## config.mk

```make
export PLATFORM = sky130hd
export DESIGN_NAME = Processer
export DESIGN_NICKNAME = d
export VERILOG_FILES = /design/src/hw/UsiPkg.sv /design/src/hw/UsiBusIf.sv /design/src/hw/PwmTimer.sv /design/src/hw/UsiMaster.sv /design/src/hw/UsiInterconnect.sv /design/src/hw/GpioBlock.sv /design/src/hw/PwmBlock.sv /design/src/hw/Processer.sv
export VERILOG_INCLUDE_DIRS = /design/src /design/src/hw
export SDC_FILE = /design/constraint.sdc
export NUM_CORES = 1
export LEC_CHECK = 0
export BUFFER_PORTS_ARGS = -buffer_cell sky130_fd_sc_hd__buf_2
export CAP_MARGIN = 20
export CORE_ASPECT_RATIO = 1.25
export CORE_UTILIZATION = 55
export DETAILED_ROUTE_END_ITERATION = 16
export GPL_TIMING_DRIVEN = 0
export MAX_ROUTING_LAYER = met4
export PLACE_DENSITY = 0.77
export SLEW_MARGIN = 10
export SYNTH_ARGS = -nofsm -noshare
export SYNTH_HDL_FRONTEND = slang
export SYNTH_SLANG_ARGS = --single-unit
```

## constraint.sdc

```tcl
create_clock -name sysClk -period 4.4 [get_ports sysClk]
set_input_delay 0 -clock sysClk [delete_from_list [all_inputs] [get_ports sysClk]]
set_output_delay 0 -clock sysClk [all_outputs]
set_load 0.03 [all_outputs]
```

## src/hw/UsiDefines_defines.svh

```systemverilog
/* USI bus widths and address map */
`ifndef USI_DEFINES_SVH
`define USI_DEFINES_SVH

//----------------------------------------
// Bus widths
//----------------------------------------
`define USI_DATA_BIT        32
`define USI_ADRS_BIT        16
// Upper address byte picks the block, lower byte the register
`define USI_MAP_BIT         8
`define USI_REG_BIT         8

//----------------------------------------
// Block address map
//----------------------------------------
`define USI_GPIO_MAP        8'h01
`define USI_PWM_MAP         8'h02

// GPIO registers
`define USI_GPIO_OUT_REG    8'h00
`define USI_GPIO_IN_REG     8'h04

// PWM registers, count is read only
`define USI_PWM_CTRL_REG    8'h00
`define USI_PWM_PERIOD_REG  8'h04
`define USI_PWM_DUTY_REG    8'h08
`define USI_PWM_COUNT_REG   8'h0C
`define USI_PWM_EN_BIT      0
`define USI_PWM_CNT_BIT     16

`endif

```

## src/hw/UsiPkg.sv

```systemverilog
/* USI bus types */
package UsiPkg;

	//----------------------------------------
	// Host command opcode
	//----------------------------------------
	typedef enum logic
	{
		UsiOpWrite = 1'b0,
		UsiOpRead  = 1'b1
	} UsiOpE;

	//----------------------------------------
	// Master FSM states
	//----------------------------------------
	// Write lasts two cycles inside UsiWrite
	// Read goes request then wait for rEd
	typedef enum logic [1:0]
	{
		UsiIdle     = 2'd0,
		UsiWrite    = 2'd1,
		UsiReadReq  = 2'd2,
		UsiReadWait = 2'd3
	} UsiStateE;

endpackage

```

## src/hw/UsiBusIf.sv

```systemverilog
/* USI bus interface */
`timescale 1ns/1ps
`include "UsiDefines_defines.svh"

interface UsiBusIf;

	// Request side
	logic [`USI_DATA_BIT-1:0] wd;
	logic [`USI_ADRS_BIT-1:0] adrs;
	// One-cycle strobes
	logic                     wCke;
	logic                     rCke;
	// Return side
	logic [`USI_DATA_BIT-1:0] rd;
	logic                     rEd;

	// Request driver, also used by the fabric toward each slave
	modport master
	(
		output wd, adrs, wCke, rCke,
		input  rd, rEd
	);

	// Fabric port facing the master
	modport fabric
	(
		input  wd, adrs, wCke, rCke,
		output rd, rEd
	);

	// Peripheral block
	modport slave
	(
		input  wd, adrs, wCke, rCke,
		output rd, rEd
	);

endinterface

```

## src/hw/PwmTimer.sv

```systemverilog
/* PWM period counter */
`timescale 1ns/1ps
`include "UsiDefines_defines.svh"

module PwmTimer
(
	input  logic                        sysClk,
	input  logic                        rstN,
	input  logic                        enable,
	input  logic [`USI_PWM_CNT_BIT-1:0] period,
	output logic [`USI_PWM_CNT_BIT-1:0] count
);

logic stopped;
logic atEnd;

// Held at zero while off or with no period
assign stopped = !enable || (period == '0);
// Also catches a period shrunk below the count
assign atEnd   = (count >= period - 1'b1);

//----------------------------------------
// Counter
//----------------------------------------
always_ff @(posedge sysClk or negedge rstN)
begin
	if (!rstN)
	begin
		count <= '0;
	end
	else if (stopped)
	begin
		count <= '0;
	end
	else if (atEnd)
	begin
		count <= '0;
	end
	else
	begin
		count <= count + 1'b1;
	end
end

// Count settles in range one cycle after a period change
assert property (@(posedge sysClk) disable iff (!rstN)
	($stable(period) && period != '0) |-> count < period)
	else $error("PwmTimer: count %0d not below period %0d", count, period);

endmodule

```

## src/hw/UsiMaster.sv

```systemverilog
/* USI bus master */
`timescale 1ns/1ps
`include "UsiDefines_defines.svh"

module UsiMaster
	import UsiPkg::*;
(
	input  logic                     sysClk,
	input  logic                     rstN,
	input  logic                     cmdStrobe,
	input  UsiOpE                    cmdOp,
	input  logic [`USI_ADRS_BIT-1:0] cmdAdrs,
	input  logic [`USI_DATA_BIT-1:0] cmdWd,
	output logic                     busy,
	output logic                     rspValid,
	output logic [`USI_DATA_BIT-1:0] rspData,
	UsiBusIf.master                  bus
);

UsiStateE                 state;
logic                     qWCke;
logic                     qRCke;
logic [`USI_ADRS_BIT-1:0] qAdrs;
logic [`USI_DATA_BIT-1:0] qWd;
logic                     accept;
logic                     rspTake;

// Command taken only from idle
assign accept  = (state == UsiIdle) && cmdStrobe;
// Read data returns while waiting
assign rspTake = (state == UsiReadWait) && bus.rEd;
assign busy    = (state != UsiIdle);

//----------------------------------------
// Command FSM
//----------------------------------------
always_ff @(posedge sysClk or negedge rstN)
begin
	if (!rstN)
	begin
		state    <= UsiIdle;
		qWCke    <= 1'b0;
		qRCke    <= 1'b0;
		rspValid <= 1'b0;
	end
	else
	begin
		rspValid <= 1'b0;
		case (state)
			UsiIdle:
			begin
				if (accept && cmdOp == UsiOpWrite)
				begin
					state <= UsiWrite;
					qWCke <= 1'b1;
				end
				else if (accept)
				begin
					state <= UsiReadReq;
					qRCke <= 1'b1;
				end
			end
			// First cycle strobes, second covers the fabric stage
			UsiWrite:
			begin
				if (qWCke)
					qWCke <= 1'b0;
				else
					state <= UsiIdle;
			end
			UsiReadReq:
			begin
				qRCke <= 1'b0;
				state <= UsiReadWait;
			end
			UsiReadWait:
			begin
				if (rspTake)
				begin
					rspValid <= 1'b1;
					state    <= UsiIdle;
				end
			end
			default:
			begin
				state <= UsiIdle;
			end
		endcase
	end
end

// Latched command and captured response
always_ff @(posedge sysClk)
begin
	if (accept)
	begin
		qAdrs <= cmdAdrs;
		qWd   <= cmdWd;
	end
	if (rspTake)
		rspData <= bus.rd;
end

assign bus.wd   = qWd;
assign bus.adrs = qAdrs;
assign bus.wCke = qWCke;
assign bus.rCke = qRCke;

//----------------------------------------
// Protocol checks
//----------------------------------------
// Host has no back-pressure, it must honour busy
assert property (@(posedge sysClk) disable iff (!rstN) cmdStrobe |-> !busy)
	else $error("UsiMaster: cmdStrobe while busy");

// Any slave answer outside the wait state is a stray response
assert property (@(posedge sysClk) disable iff (!rstN) bus.rEd |-> state == UsiReadWait)
	else $error("UsiMaster: rEd outside UsiReadWait");

assert property (@(posedge sysClk) disable iff (!rstN) !(bus.wCke && bus.rCke))
	else $error("UsiMaster: wCke and rCke together");

endmodule

```

## src/hw/UsiInterconnect.sv

```systemverilog
/* USI address decode and return mux */
`timescale 1ns/1ps
`include "UsiDefines_defines.svh"

module UsiInterconnect
(
	input  logic    sysClk,
	input  logic    rstN,
	UsiBusIf.fabric mst,
	UsiBusIf.master gpio,
	UsiBusIf.master pwm
);

logic [`USI_MAP_BIT-1:0]  blockSel;
logic                     gpioHit;
logic                     pwmHit;
logic [`USI_DATA_BIT-1:0] qWd;
logic [`USI_ADRS_BIT-1:0] qAdrs;
logic                     qGpioWCke;
logic                     qGpioRCke;
logic                     qPwmWCke;
logic                     qPwmRCke;
logic                     qNoHitRCke;
logic                     qNoHitREd;

//----------------------------------------
// Block decode
//----------------------------------------
assign blockSel = mst.adrs[`USI_ADRS_BIT-1 -: `USI_MAP_BIT];
assign gpioHit  = (blockSel == `USI_GPIO_MAP);
assign pwmHit   = (blockSel == `USI_PWM_MAP);

// One register stage toward the slaves
always_ff @(posedge sysClk or negedge rstN)
begin
	if (!rstN)
	begin
		qGpioWCke  <= 1'b0;
		qGpioRCke  <= 1'b0;
		qPwmWCke   <= 1'b0;
		qPwmRCke   <= 1'b0;
		qNoHitRCke <= 1'b0;
		qNoHitREd  <= 1'b0;
	end
	else
	begin
		qGpioWCke  <= mst.wCke & gpioHit;
		qGpioRCke  <= mst.rCke & gpioHit;
		qPwmWCke   <= mst.wCke & pwmHit;
		qPwmRCke   <= mst.rCke & pwmHit;
		// Unmapped read answers like a slave would
		qNoHitRCke <= mst.rCke & ~(gpioHit | pwmHit);
		qNoHitREd  <= qNoHitRCke;
	end
end

// Broadcast payload
always_ff @(posedge sysClk)
begin
	qWd   <= mst.wd;
	qAdrs <= mst.adrs;
end

assign gpio.wd   = qWd;
assign gpio.adrs = qAdrs;
assign gpio.wCke = qGpioWCke;
assign gpio.rCke = qGpioRCke;
assign pwm.wd    = qWd;
assign pwm.adrs  = qAdrs;
assign pwm.wCke  = qPwmWCke;
assign pwm.rCke  = qPwmRCke;

//----------------------------------------
// Read return
//----------------------------------------
// Unmapped answer carries zero data
assign mst.rEd = gpio.rEd | pwm.rEd | qNoHitREd;
assign mst.rd  = gpio.rEd ? gpio.rd : (pwm.rEd ? pwm.rd : '0);

// Slaves must never answer in the same cycle
assert property (@(posedge sysClk) disable iff (!rstN) !(gpio.rEd && pwm.rEd))
	else $error("UsiInterconnect: both slaves raised rEd");

endmodule

```

## src/hw/GpioBlock.sv

```systemverilog
/* GPIO slave */
`timescale 1ns/1ps
`include "UsiDefines_defines.svh"

module GpioBlock #(
	parameter int pGpioWidth = 8
)(
	input  logic                  sysClk,
	input  logic                  rstN,
	UsiBusIf.slave                bus,
	input  logic [pGpioWidth-1:0] gpioIn,
	output logic [pGpioWidth-1:0] gpioOut
);

logic [`USI_REG_BIT-1:0]  regAdrs;
logic [pGpioWidth-1:0]    qSyncA;
logic [pGpioWidth-1:0]    qSyncB;
logic [`USI_DATA_BIT-1:0] outExt;
logic [`USI_DATA_BIT-1:0] inExt;
logic [`USI_DATA_BIT-1:0] qRd;
logic                     qREd;

assign regAdrs = bus.adrs[`USI_REG_BIT-1:0];

// Zero-extend to bus width
always_comb
begin
	outExt                 = '0;
	inExt                  = '0;
	outExt[pGpioWidth-1:0] = gpioOut;
	inExt[pGpioWidth-1:0]  = qSyncB;
end

// Output register, input synchronizer, read strobe
always_ff @(posedge sysClk or negedge rstN)
begin
	if (!rstN)
	begin
		gpioOut <= '0;
		qSyncA  <= '0;
		qSyncB  <= '0;
		qREd    <= 1'b0;
	end
	else
	begin
		if (bus.wCke && regAdrs == `USI_GPIO_OUT_REG)
			gpioOut <= bus.wd[pGpioWidth-1:0];
		qSyncA <= gpioIn;
		qSyncB <= qSyncA;
		qREd   <= bus.rCke;
	end
end

// Read data, unknown offset reads zero
always_ff @(posedge sysClk)
begin
	if (bus.rCke)
	begin
		case (regAdrs)
			`USI_GPIO_OUT_REG: qRd <= outExt;
			`USI_GPIO_IN_REG:  qRd <= inExt;
			default:           qRd <= '0;
		endcase
	end
end

assign bus.rd  = qRd;
assign bus.rEd = qREd;

endmodule

```

## src/hw/PwmBlock.sv

```systemverilog
/* PWM backlight slave */
`timescale 1ns/1ps
`include "UsiDefines_defines.svh"

module PwmBlock
(
	input  logic   sysClk,
	input  logic   rstN,
	UsiBusIf.slave bus,
	output logic   backLight
);

localparam int lpPadBit = `USI_DATA_BIT - `USI_PWM_CNT_BIT;

logic [`USI_REG_BIT-1:0]     regAdrs;
logic                        qEnable;
logic [`USI_PWM_CNT_BIT-1:0] qPeriod;
logic [`USI_PWM_CNT_BIT-1:0] qDuty;
logic [`USI_PWM_CNT_BIT-1:0] count;
logic [`USI_DATA_BIT-1:0]    qRd;
logic                        qREd;
logic                        pwmOn;

assign regAdrs = bus.adrs[`USI_REG_BIT-1:0];

//----------------------------------------
// Period counter
//----------------------------------------
PwmTimer i_PwmTimer
(
	.sysClk (sysClk),
	.rstN   (rstN),
	.enable (qEnable),
	.period (qPeriod),
	.count  (count)
);

// Duty at or above period keeps it high
assign pwmOn = qEnable && (qPeriod != '0) && (count < qDuty);

// Config registers and backlight output
always_ff @(posedge sysClk or negedge rstN)
begin
	if (!rstN)
	begin
		qEnable   <= 1'b0;
		qPeriod   <= '0;
		qDuty     <= '0;
		qREd      <= 1'b0;
		backLight <= 1'b0;
	end
	else
	begin
		if (bus.wCke)
		begin
			// Count register ignores writes
			case (regAdrs)
				`USI_PWM_CTRL_REG:   qEnable <= bus.wd[`USI_PWM_EN_BIT];
				`USI_PWM_PERIOD_REG: qPeriod <= bus.wd[`USI_PWM_CNT_BIT-1:0];
				`USI_PWM_DUTY_REG:   qDuty   <= bus.wd[`USI_PWM_CNT_BIT-1:0];
				default:             qEnable <= qEnable;
			endcase
		end
		qREd      <= bus.rCke;
		backLight <= pwmOn;
	end
end

// Readback, live count included
always_ff @(posedge sysClk)
begin
	if (bus.rCke)
	begin
		case (regAdrs)
			`USI_PWM_CTRL_REG:   qRd <= {{(`USI_DATA_BIT-1){1'b0}}, qEnable};
			`USI_PWM_PERIOD_REG: qRd <= {{lpPadBit{1'b0}}, qPeriod};
			`USI_PWM_DUTY_REG:   qRd <= {{lpPadBit{1'b0}}, qDuty};
			`USI_PWM_COUNT_REG:  qRd <= {{lpPadBit{1'b0}}, count};
			default:             qRd <= '0;
		endcase
	end
end

assign bus.rd  = qRd;
assign bus.rEd = qREd;

endmodule

```

## src/hw/Processer.sv

```systemverilog
/* System management top */
`timescale 1ns/1ps
`include "UsiDefines_defines.svh"

module Processer
	import UsiPkg::*;
#(
	parameter int pGpioWidth = 8
)(
	input  logic                     sysClk,
	input  logic                     rstN,
	// Host command port
	input  logic                     cmdStrobe,
	input  UsiOpE                    cmdOp,
	input  logic [`USI_ADRS_BIT-1:0] cmdAdrs,
	input  logic [`USI_DATA_BIT-1:0] cmdWd,
	output logic                     busy,
	output logic                     rspValid,
	output logic [`USI_DATA_BIT-1:0] rspData,
	// Peripheral pins
	input  logic [pGpioWidth-1:0]    gpioIn,
	output logic [pGpioWidth-1:0]    gpioOut,
	output logic                     backLight
);

// Master side and one bus per slave
UsiBusIf mstBus ();
UsiBusIf gpioBus ();
UsiBusIf pwmBus ();

//----------------------------------------
// Bus master
//----------------------------------------
UsiMaster i_UsiMaster
(
	.sysClk    (sysClk),
	.rstN      (rstN),
	.cmdStrobe (cmdStrobe),
	.cmdOp     (cmdOp),
	.cmdAdrs   (cmdAdrs),
	.cmdWd     (cmdWd),
	.busy      (busy),
	.rspValid  (rspValid),
	.rspData   (rspData),
	.bus       (mstBus.master)
);

UsiInterconnect i_UsiInterconnect
(
	.sysClk (sysClk),
	.rstN   (rstN),
	.mst    (mstBus.fabric),
	.gpio   (gpioBus.master),
	.pwm    (pwmBus.master)
);

//----------------------------------------
// Slaves
//----------------------------------------
GpioBlock #(
	.pGpioWidth (pGpioWidth)
) i_GpioBlock (
	.sysClk  (sysClk),
	.rstN    (rstN),
	.bus     (gpioBus.slave),
	.gpioIn  (gpioIn),
	.gpioOut (gpioOut)
);

PwmBlock i_PwmBlock
(
	.sysClk    (sysClk),
	.rstN      (rstN),
	.bus       (pwmBus.slave),
	.backLight (backLight)
);

endmodule

```

==> metrics.yaml, run 1 <==
status: "complete, but fails checks"
violations: "negative hold slack"
fin_crit_ps: 3850
crit_chain: "nor4_2 -> nand2_1 -> nor4_2 -> nand2_1 -> xor2_1 -> ha_1 -> a211oi_1 -> o21ai_0 -> a2111oi_0 -> nand3_1 -> buf_2 -> nor2_1"
cts_setup_buffers: 0
grt_max_degree: 68
finalWirelength_mm: 15.5
required_ps: 4750
port_buffers: 70
die_x_um: 107
placed_area_um2: 8240
drtIter0Drc: 270
synthArstFlopShare_pct: 47.5
antenna_left: 0
grt_pass1_wl_mm: 25.5
hpwlAfterDp_mm: 10.5
gp_congestion: 0.887
timing.final.crit_share_pct: 87.6
synth_ff_type: "dfrtp_1"
core_um2: 13300
power.density_nw_per_um2: 414
clkLatencyLatePin_ps: 430
dr_total_vias: 4826
antenna_found_initial: 0
cp-start-kind: "register"
fin_tns_setup_ps: 0
htreeDepth: 4
min_path_type: "input port to async pin"
yosys_warnings: 0
timing.fmax_ghz: 0.259
synth_top_area_share_pct: 28.7
antenna_cells: 0
synth_edf_count: 72
avgSynthCellArea_um2: 13.4
synth_cells: 564
viasPerCell: 5.37
root_buffer: "clkbuf_16"
drive_above_1_share_pct: 25.9
path_clk_slew_ps: 70
fp.dieH_um: 133
drv_slew: 0
syn_area_um2: 7580
cts_inserted_buffers: 17
ys_types: 51
synth_area_leader_cell: "dfrtp_1"
drt-pass1-iter-count: 5
cts_sinks: 183
arrival_ps: 4200
worst-slew-pin-transition_ps: 793
max-slew-margin-rel_pct: 47.2
crit_path_top_delay_cell: "nor4_2"
ys_seq_area_share_pct: 63.6
fin_area_um2: 9300
r2r_cells: 12
wl_per_cell_um: 17.2
nets: 807
first_global_vias: 5012
track_usage_pct: 24.5
drv_cap: 0
cts_tree: "yes"
ys_seq_elements: 183
ctsLongestPathBuffers: 2
hold_violations: 2
endpoint_kind: "register"
setup_viol: 0
final_common_cell: "dfrtp_1"
slowest_delay_ps: 590
die-area_um2: 14300
initial_core_util_pct: 56.8
fin_skew_ps: 13.4
rows: 47
ir_worst_vdd_mv: 0.301
crit_fanout: 10
cellLeakagePower_nw: 4.20
rsz0062_at_grt: "no"
area_growth_pct: 22.7
route.detailed.drc: 0
hold_ws_ps: -4.01
path_class: "register to register"
grt.overflow.total: 0
boundaryPins: 103
final_cell_mix: "dfrtp_1 (87), buf_2 (73), edfxtp_1 (72)"
fillers: 928
ys_top_cells_by_area: "dfrtp_1 (29%), edfxtp_1 (29%), mux2_2 (8.2%)"
## synth_stat cells, types with 6 or more instances
library cell and count:
inv_1 22, nor3_1 6, buf_4 17, dfrtp_1 87, nand2_1 24, o21ai_0 9, clkbuf_1 7, a21oi_1 13
mux2i_1 8, ha_1 33, xnor2_1 11, dfxtp_1 24, xor2_1 17, a22oi_1 15, and2_1 8, nor2_1 57
edfxtp_1 72, nand4_1 6, a22o_1 7, mux2_2 55, nand3_1 11
## area by class of cell
class                           instances  area, µm²  area share [%]
Sequential cell                       183       4820            51.8
Multi-Input combinational cell        344       2570            27.6
Timing Repair Buffer                  116        828            8.91
Clock buffer                           17        425            4.57
Tap cell                              171        214            2.30
Clock inverter                         15        181            1.95
Buffer                                 30        181            1.95
Inverter                               22       82.6           0.888
## report_power, final
group          leakage (nW)  switching (mW)  internal (mW)
Combinational          1.81           0.231          0.124
Clock                 0.291           0.737          0.772
Sequential             2.09          0.0607           1.93
Total                  4.20            1.03           2.82
## final timing paths
kind	slack (ps)	from	to
min in group sysClk	200	gpioIn[4]	i_GpioBlock.qSyncA[4]
max in group asynchronous	3770	rstN	i_PwmBlock.qPeriod[15]
max	550	i_PwmBlock.qPeriod[4]	i_PwmBlock.i_PwmTimer.count[9]
min	-4	rstN	i_UsiMaster.bus.wCke
max reg2reg	550	i_PwmBlock.qPeriod[4]	i_PwmBlock.i_PwmTimer.count[9]
min reg2reg	340	i_UsiMaster.bus.wd[13]	i_UsiInterconnect.gpio.wd[13]
## cell families (layout without fill, tap and decap cells)
family	Yosys count	in the layout	synth area share, %
DFF	183	183	63.6
xor gates and xnor gates	28	28	3.23
other	1	16	0.0495
muxes	64	64	9.52
adders and majority gates	33	33	5.45
and+or+nand+nor	145	145	9.49
AOI/OAI and AO/OA	58	58	5.20
buffers and inverters	52	200	3.48
## per-stage QoR
step	hold slack, ps	power (mW)	utilization (%)	setup slack, ps	std cells
floorplan	-296	2.21	-	1120	579
global placement	108	2.31	61.4	255	820
detailed placement	-89.9	2.33	61.7	197	822
CTS	12.2	3.86	69.6	122	898
global route	36.5	3.97	69.7	172	898
finish	-4.01	3.85	69.7	546	898
## critical path, delay by kind of cell (launching register included)
family / cells / cell delay [ps]
and+or+nand+nor: 6 / 1780
DFF: 1 / 460
AOI/OAI and AO/OA: 3 / 760
buffers and inverters: 1 / 310
adders and majority gates: 1 / 290
xor gates and xnor gates: 1 / 170
## metal layers
layer	routed length (µm)	GRT usage [%]
met5	0	-
met4	248	8.30
met3	496	3.72
met2	8160	41.5
met1	6560	30.0
## state kept, by name, indices dropped and copies added, names as in the netlist, 2 cells and up
name / count
i_GpioBlock.qSyncA: 8
i_PwmBlock.qPeriod: 16
i_PwmBlock.i_PwmTimer.count: 16
i_UsiMaster.state: 2
i_PwmBlock.bus.rd: 16
i_GpioBlock.bus.rd: 8
i_UsiInterconnect.gpio.wd: 16
i_PwmBlock.qDuty: 16
i_GpioBlock.gpioOut: 8
i_GpioBlock.qSyncB: 8
i_UsiInterconnect.gpio.adrs: 8
i_UsiMaster.rspData: 16
i_UsiMaster.bus.adrs: 16
i_UsiMaster.bus.wd: 16
## timing repair
item,CTS,global route
gates resized for setup,0,2
setup endpoints to repair,0,16
hold endpoints to repair,130,0
hold buffers,44,0
No activity file was read; power rests on OpenSTA's default activity.
==> run 2: changes to the inputs <==
--- a/config.mk
+++ b/config.mk
@@ -6,15 +6,16 @@
 export SDC_FILE = /design/constraint.sdc
 export NUM_CORES = 1
 export LEC_CHECK = 0
-export BUFFER_PORTS_ARGS = -buffer_cell sky130_fd_sc_hd__buf_2
 export CAP_MARGIN = 20
 export CORE_ASPECT_RATIO = 1.25
 export CORE_UTILIZATION = 55
 export DETAILED_ROUTE_END_ITERATION = 16
+export DONT_BUFFER_PORTS = 1
 export GPL_TIMING_DRIVEN = 0
 export MAX_ROUTING_LAYER = met4
-export PLACE_DENSITY = 0.77
+export PLACE_DENSITY = 0.7
 export SLEW_MARGIN = 10
 export SYNTH_ARGS = -nofsm -noshare
 export SYNTH_HDL_FRONTEND = slang
 export SYNTH_SLANG_ARGS = --single-unit
+export TNS_END_PERCENT = 5
==> metrics.yaml, run 2 (synthesized netlist as in run 1, its figures left out) <==
htreeDepth: 4
path_clk_slew_ps: 70
fp.dieH_um: 133
final_cell_mix: "dfrtp_1 (87), edfxtp_1 (72), nor2_1 (57)"
fin_skew_ps: 9.83
hold_violations: 0
grt.overflow.total: 0
comb_power_share_pct: 6.9
final_common_cell: "dfrtp_1"
area_growth_pct: 17.8
cts_setup_buffers: 0
arrival_ps: 4100
power_mw: 3.78
viasPerCell: 5.46
seq_area_um2: 4820
cts_inserted_buffers: 17
drt-pass1-iter-count: 4
power.density_nw_per_um2: 423
fillers: 952
timing.final.crit_share_pct: 86.2
p_sw_share_pct: 26.3
ctsLongestPathBuffers: 2
wl_per_cell_um: 17.6
track_usage_pct: 22.9
nets: 737
finalWirelength_mm: 14.6
timing.fmax_ghz: 0.264
rrSetupSlack_ps: 610
drive_above_1_share_pct: 18.0
path_class: "register to register"
status: "completed"
cp-start-kind: "register"
port_buffers: 0
dp_cells: 751
rsz0062_at_grt: "no"
endpoint_kind: "register"
setup_viol: 0
gp_congestion: 0.855
cts_tree: "yes"
antenna_left: 0
drtIter0Drc: 133
core_um2: 13300
internal-power_mw: 2.78
fin_crit_ps: 3790
die_x_um: 107
cts_sinks: 183
route.detailed.drc: 0
drv_cap: 0
first_global_vias: 4790
ir_worst_vdd_mv: 0.367
root_buffer: "clkbuf_16"
crit_fanout: 10
antenna_found_initial: 0
p_clk_share_pct: 39.2
grt_pass1_wl_mm: 23.9
die-area_um2: 14300
cp-endpoint: "i_PwmBlock.i_PwmTimer.count[7]"
hpwlAfterDp_mm: 10.2
antenna_cells: 0
cellLeakagePower_nw: 3.90
hold_ws_ps: 122
multi_input_area_um2: 2570
boundaryPins: 103
dr_total_vias: 4521
initial_core_util_pct: 56.8
startpoint: "i_PwmBlock.qPeriod[0]"
max-slew-margin-rel_pct: 52.5
worst-slew-pin-transition_ps: 712
r2r_cells: 13
grt_max_degree: 88
drv_slew: 0
fin_tns_setup_ps: 0
reg2reg_from: "i_PwmBlock.qPeriod[0]"
rows: 47
final_cells: 828
min_path_type: "input port to async pin"
required_ps: 4710
seq_power_share_pct: 53.9
switchingPower_mw: 0.994
clkLatencyLatePin_ps: 430
regToRegEndpoint: "i_PwmBlock.i_PwmTimer.count[7]"
-- run 2: how the worst min path moves through the flow --
stage | slack [ps] | depth (start not counted) | to
after floorplan | -300 | 0 | i_GpioBlock.bus.rEd
after global placement | -290 | 0 | i_UsiMaster.bus.wCke
after detailed placement | -290 | 0 | i_UsiMaster.bus.wCke
after CTS | 110 | 1 | i_GpioBlock.qSyncA[6]
after global routing | 120 | 1 | i_GpioBlock.qSyncA[6]
final | 120 | 2 | i_UsiMaster.rspValid
-- run 2: what timing repair did --
item                       CTS  global route
hold endpoints to repair   131             0
gates resized for setup      0             2
setup endpoints to repair    0            16
hold buffers                45             0
-- run 2: metrics by stage --
step                      instance area (µm²)  setup slack, ps  utilization [%]
after floorplan                          7640             1120                -
after global placement                   7850              238             58.8
after detailed placement                 7860              118             58.9
after CTS                                8920             99.3             66.8
after global routing                     8930              234             66.9
final                                    8930              609             66.9
-- run 2: power by group through the flow --
| stage | registers, mW | clock network (mW) | logic [mW] |
|---|---|---|---|
| after floorplan | 2.05 | 0 | 0.161 |
| after global placement | 2.06 | 0 | 0.192 |
| after detailed placement | 2.07 | 0 | 0.203 |
| after CTS | 2.03 | 1.51 | 0.261 |
| after global routing | 2.05 | 1.57 | 0.286 |
| final | 2.03 | 1.48 | 0.261 |
-- run 2: worst max-delay path: stages, from the launching register on --
cell	delay (ps)
dfrtp_1	460
inv_1	120
ha_1	270
nor4b_1	390
nand2_1	160
or4_1	460
xor2_1	170
ha_1	270
nand4_1	120
nor3_1	330
o311ai_0	240
nand3_1	310
buf_2	290
nor2_1	80
-- run 2: layout make-up --
class	instances	area share [%]
well taps	171	2.40
multi-input cells	344	28.8
clock buffers	17	4.76
plain buffers	30	2.03
repair buffers	46	5.33
flip-flops and latches	183	54.0
clock inverters	15	1.82
inverters	22	0.925
-- run 2: layer usage --
metal	track usage, %	vias up	routed length, µm
met5	-	-	0
met4	6.70	0	240
met3	3.96	17	418
met2	38.4	108	7500
met1	28.4	2247	6460
li1	-	2149	-
==> run 3: changes to the inputs <==
==> constraint.sdc (replaced) <==
create_clock -name sysClk -period 4.15 [get_ports sysClk]
set_input_delay 0 -clock sysClk [delete_from_list [all_inputs] [get_ports sysClk]]
set_output_delay 0 -clock sysClk [all_outputs]
set_load 0.03 [all_outputs]
==> metrics.yaml, run 3 (synthesized netlist as in run 1, its figures left out) <==
final_common_cell: "dfrtp_1"
fp.dieH_um: 133
cp-endpoint: "i_PwmBlock.i_PwmTimer.count[7]"
fin_skew_ps: 9.25
die-area_um2: 14300
grt_pass1_wl_mm: 24.0
root_buffer: "clkbuf_16"
switchingPower_mw: 1.05
rsz0062_at_grt: "no"
worst-slew-pin-transition_ps: 716
finalWirelength_mm: 14.6
crit_fanout: 10
required_ps: 4450
r2r_cells: 13
setup_viol: 0
timing.final.crit_share_pct: 91.4
cellLeakagePower_nw: 3.91
endpoint_kind: "register"
regToRegEndpoint: "i_PwmBlock.i_PwmTimer.count[7]"
drt-pass1-iter-count: 4
port_buffers: 0
track_usage_pct: 22.9
path_class: "register to register"
core_um2: 13300
ctsLongestPathBuffers: 2
htreeDepth: 4
initial_core_util_pct: 56.8
status: "completed"
drtIter0Drc: 133
power.density_nw_per_um2: 448
internal-power_mw: 2.95
p_clk_share_pct: 39.2
grt.overflow.total: 0
drv_cap: 0
rrSetupSlack_ps: 360
seq_power_share_pct: 53.9
timing.fmax_ghz: 0.264
startpoint: "i_PwmBlock.qPeriod[0]"
arrival_ps: 4100
cts_setup_buffers: 0
dr_total_vias: 4502
gp_congestion: 0.855
antenna_left: 0
viasPerCell: 5.44
comb_power_share_pct: 6.9
antenna_cells: 0
cts_tree: "yes"
reg2reg_from: "i_PwmBlock.qPeriod[0]"
min_path_type: "input port to async pin"
hpwlAfterDp_mm: 10.2
area_growth_pct: 17.9
nets: 737
clkLatencyLatePin_ps: 430
wl_per_cell_um: 17.7
rows: 47
path_clk_slew_ps: 70
route.detailed.drc: 0
first_global_vias: 4802
hold_violations: 0
antenna_found_initial: 0
drv_slew: 0
ir_worst_vdd_mv: 0.389
boundaryPins: 103
cts_inserted_buffers: 17
cts_sinks: 183
fillers: 951
cp-start-kind: "register"
p_sw_share_pct: 26.3
grt_max_degree: 88
drive_above_1_share_pct: 18.0
fin_crit_ps: 3790
fin_util_pct: 67.0
max-slew-margin-rel_pct: 52.3
final_cell_mix: "dfrtp_1 (87), edfxtp_1 (72), nor2_1 (57)"
die_x_um: 107
power_mw: 4.00
==> run 3: routing by layer <==
metal  up-vias  share of wire [%]  GRT usage, %
li1       2146                  -             -
met1      2227                 44          28.5
met2       110                 51          38.5
met3        19                3.2          3.96
met4         0                1.7          6.70
met5         -                  0             -
==> run 3: area by class of cell <==
cell class / count / area (µm²) / area share [%]
Buffer: 30 / 181 / 2.03
Tap cell: 171 / 214 / 2.39
Sequential cell: 183 / 4820 / 53.9
Timing Repair Buffer: 46 / 475 / 5.32
Inverter: 22 / 82.6 / 0.924
Multi-Input combinational cell: 344 / 2580 / 28.8
Clock inverter: 15 / 163 / 1.82
Clock buffer: 17 / 425 / 4.76
==> run 3: what timing repair did <==
action | CTS | global route
endpoints found under the setup margin | 10 | 10
hold endpoints to repair | 131 | 0
hold buffers | 45 | 0
resized for setup | 1 | 2
==> run 3: power by group through the flow <==
stage | logic, mW | registers (mW) | clock network (mW)
CTS | 0.277 | 2.16 | 1.60
finish | 0.277 | 2.16 | 1.57
detailed placement | 0.215 | 2.20 | 0
floorplan | 0.171 | 2.17 | 0
global route | 0.303 | 2.17 | 1.66
global placement | 0.203 | 2.19 | 0
==> run 3: worst min path at each step <==
stage | slack [ps] | depth (start not counted) | to
detailed placement | -290 | 0 | i_UsiMaster.bus.wCke
global route | 120 | 1 | i_GpioBlock.qSyncA[6]
global placement | -290 | 0 | i_UsiMaster.bus.wCke
CTS | 110 | 1 | i_GpioBlock.qSyncA[6]
floorplan | -300 | 0 | i_GpioBlock.bus.rEd
finish | 120 | 2 | i_UsiMaster.rspValid
==> run 3: metrics by stage <==
step | worst slack, ps | cells | hold slack, ps | setup TNS (ps) | area, µm²
finish | 355 | 828 | 123 | 0 | 8940
global route | 30.5 | 828 | 120 | 0 | 8940
CTS | 99.4 | 828 | 114 | 0 | 8920
floorplan | 870 | 579 | -296 | 0 | 7640
detailed placement | -132 | 751 | -294 | -1220 | 7860
global placement | -11.8 | 750 | -294 | -54.6 | 7850
==> run 3: critical path, cell delays in order (launching register included) <==
cell      delay [ps]
dfrtp_1          470
inv_1            120
ha_1             270
nor4b_1          390
nand2_1          160
or4_1            450
xor2_1           170
ha_1             270
nand4_1          120
nor3_1           330
o311ai_0         240
nand3_1          310
buf_2            290
nor2_1            80
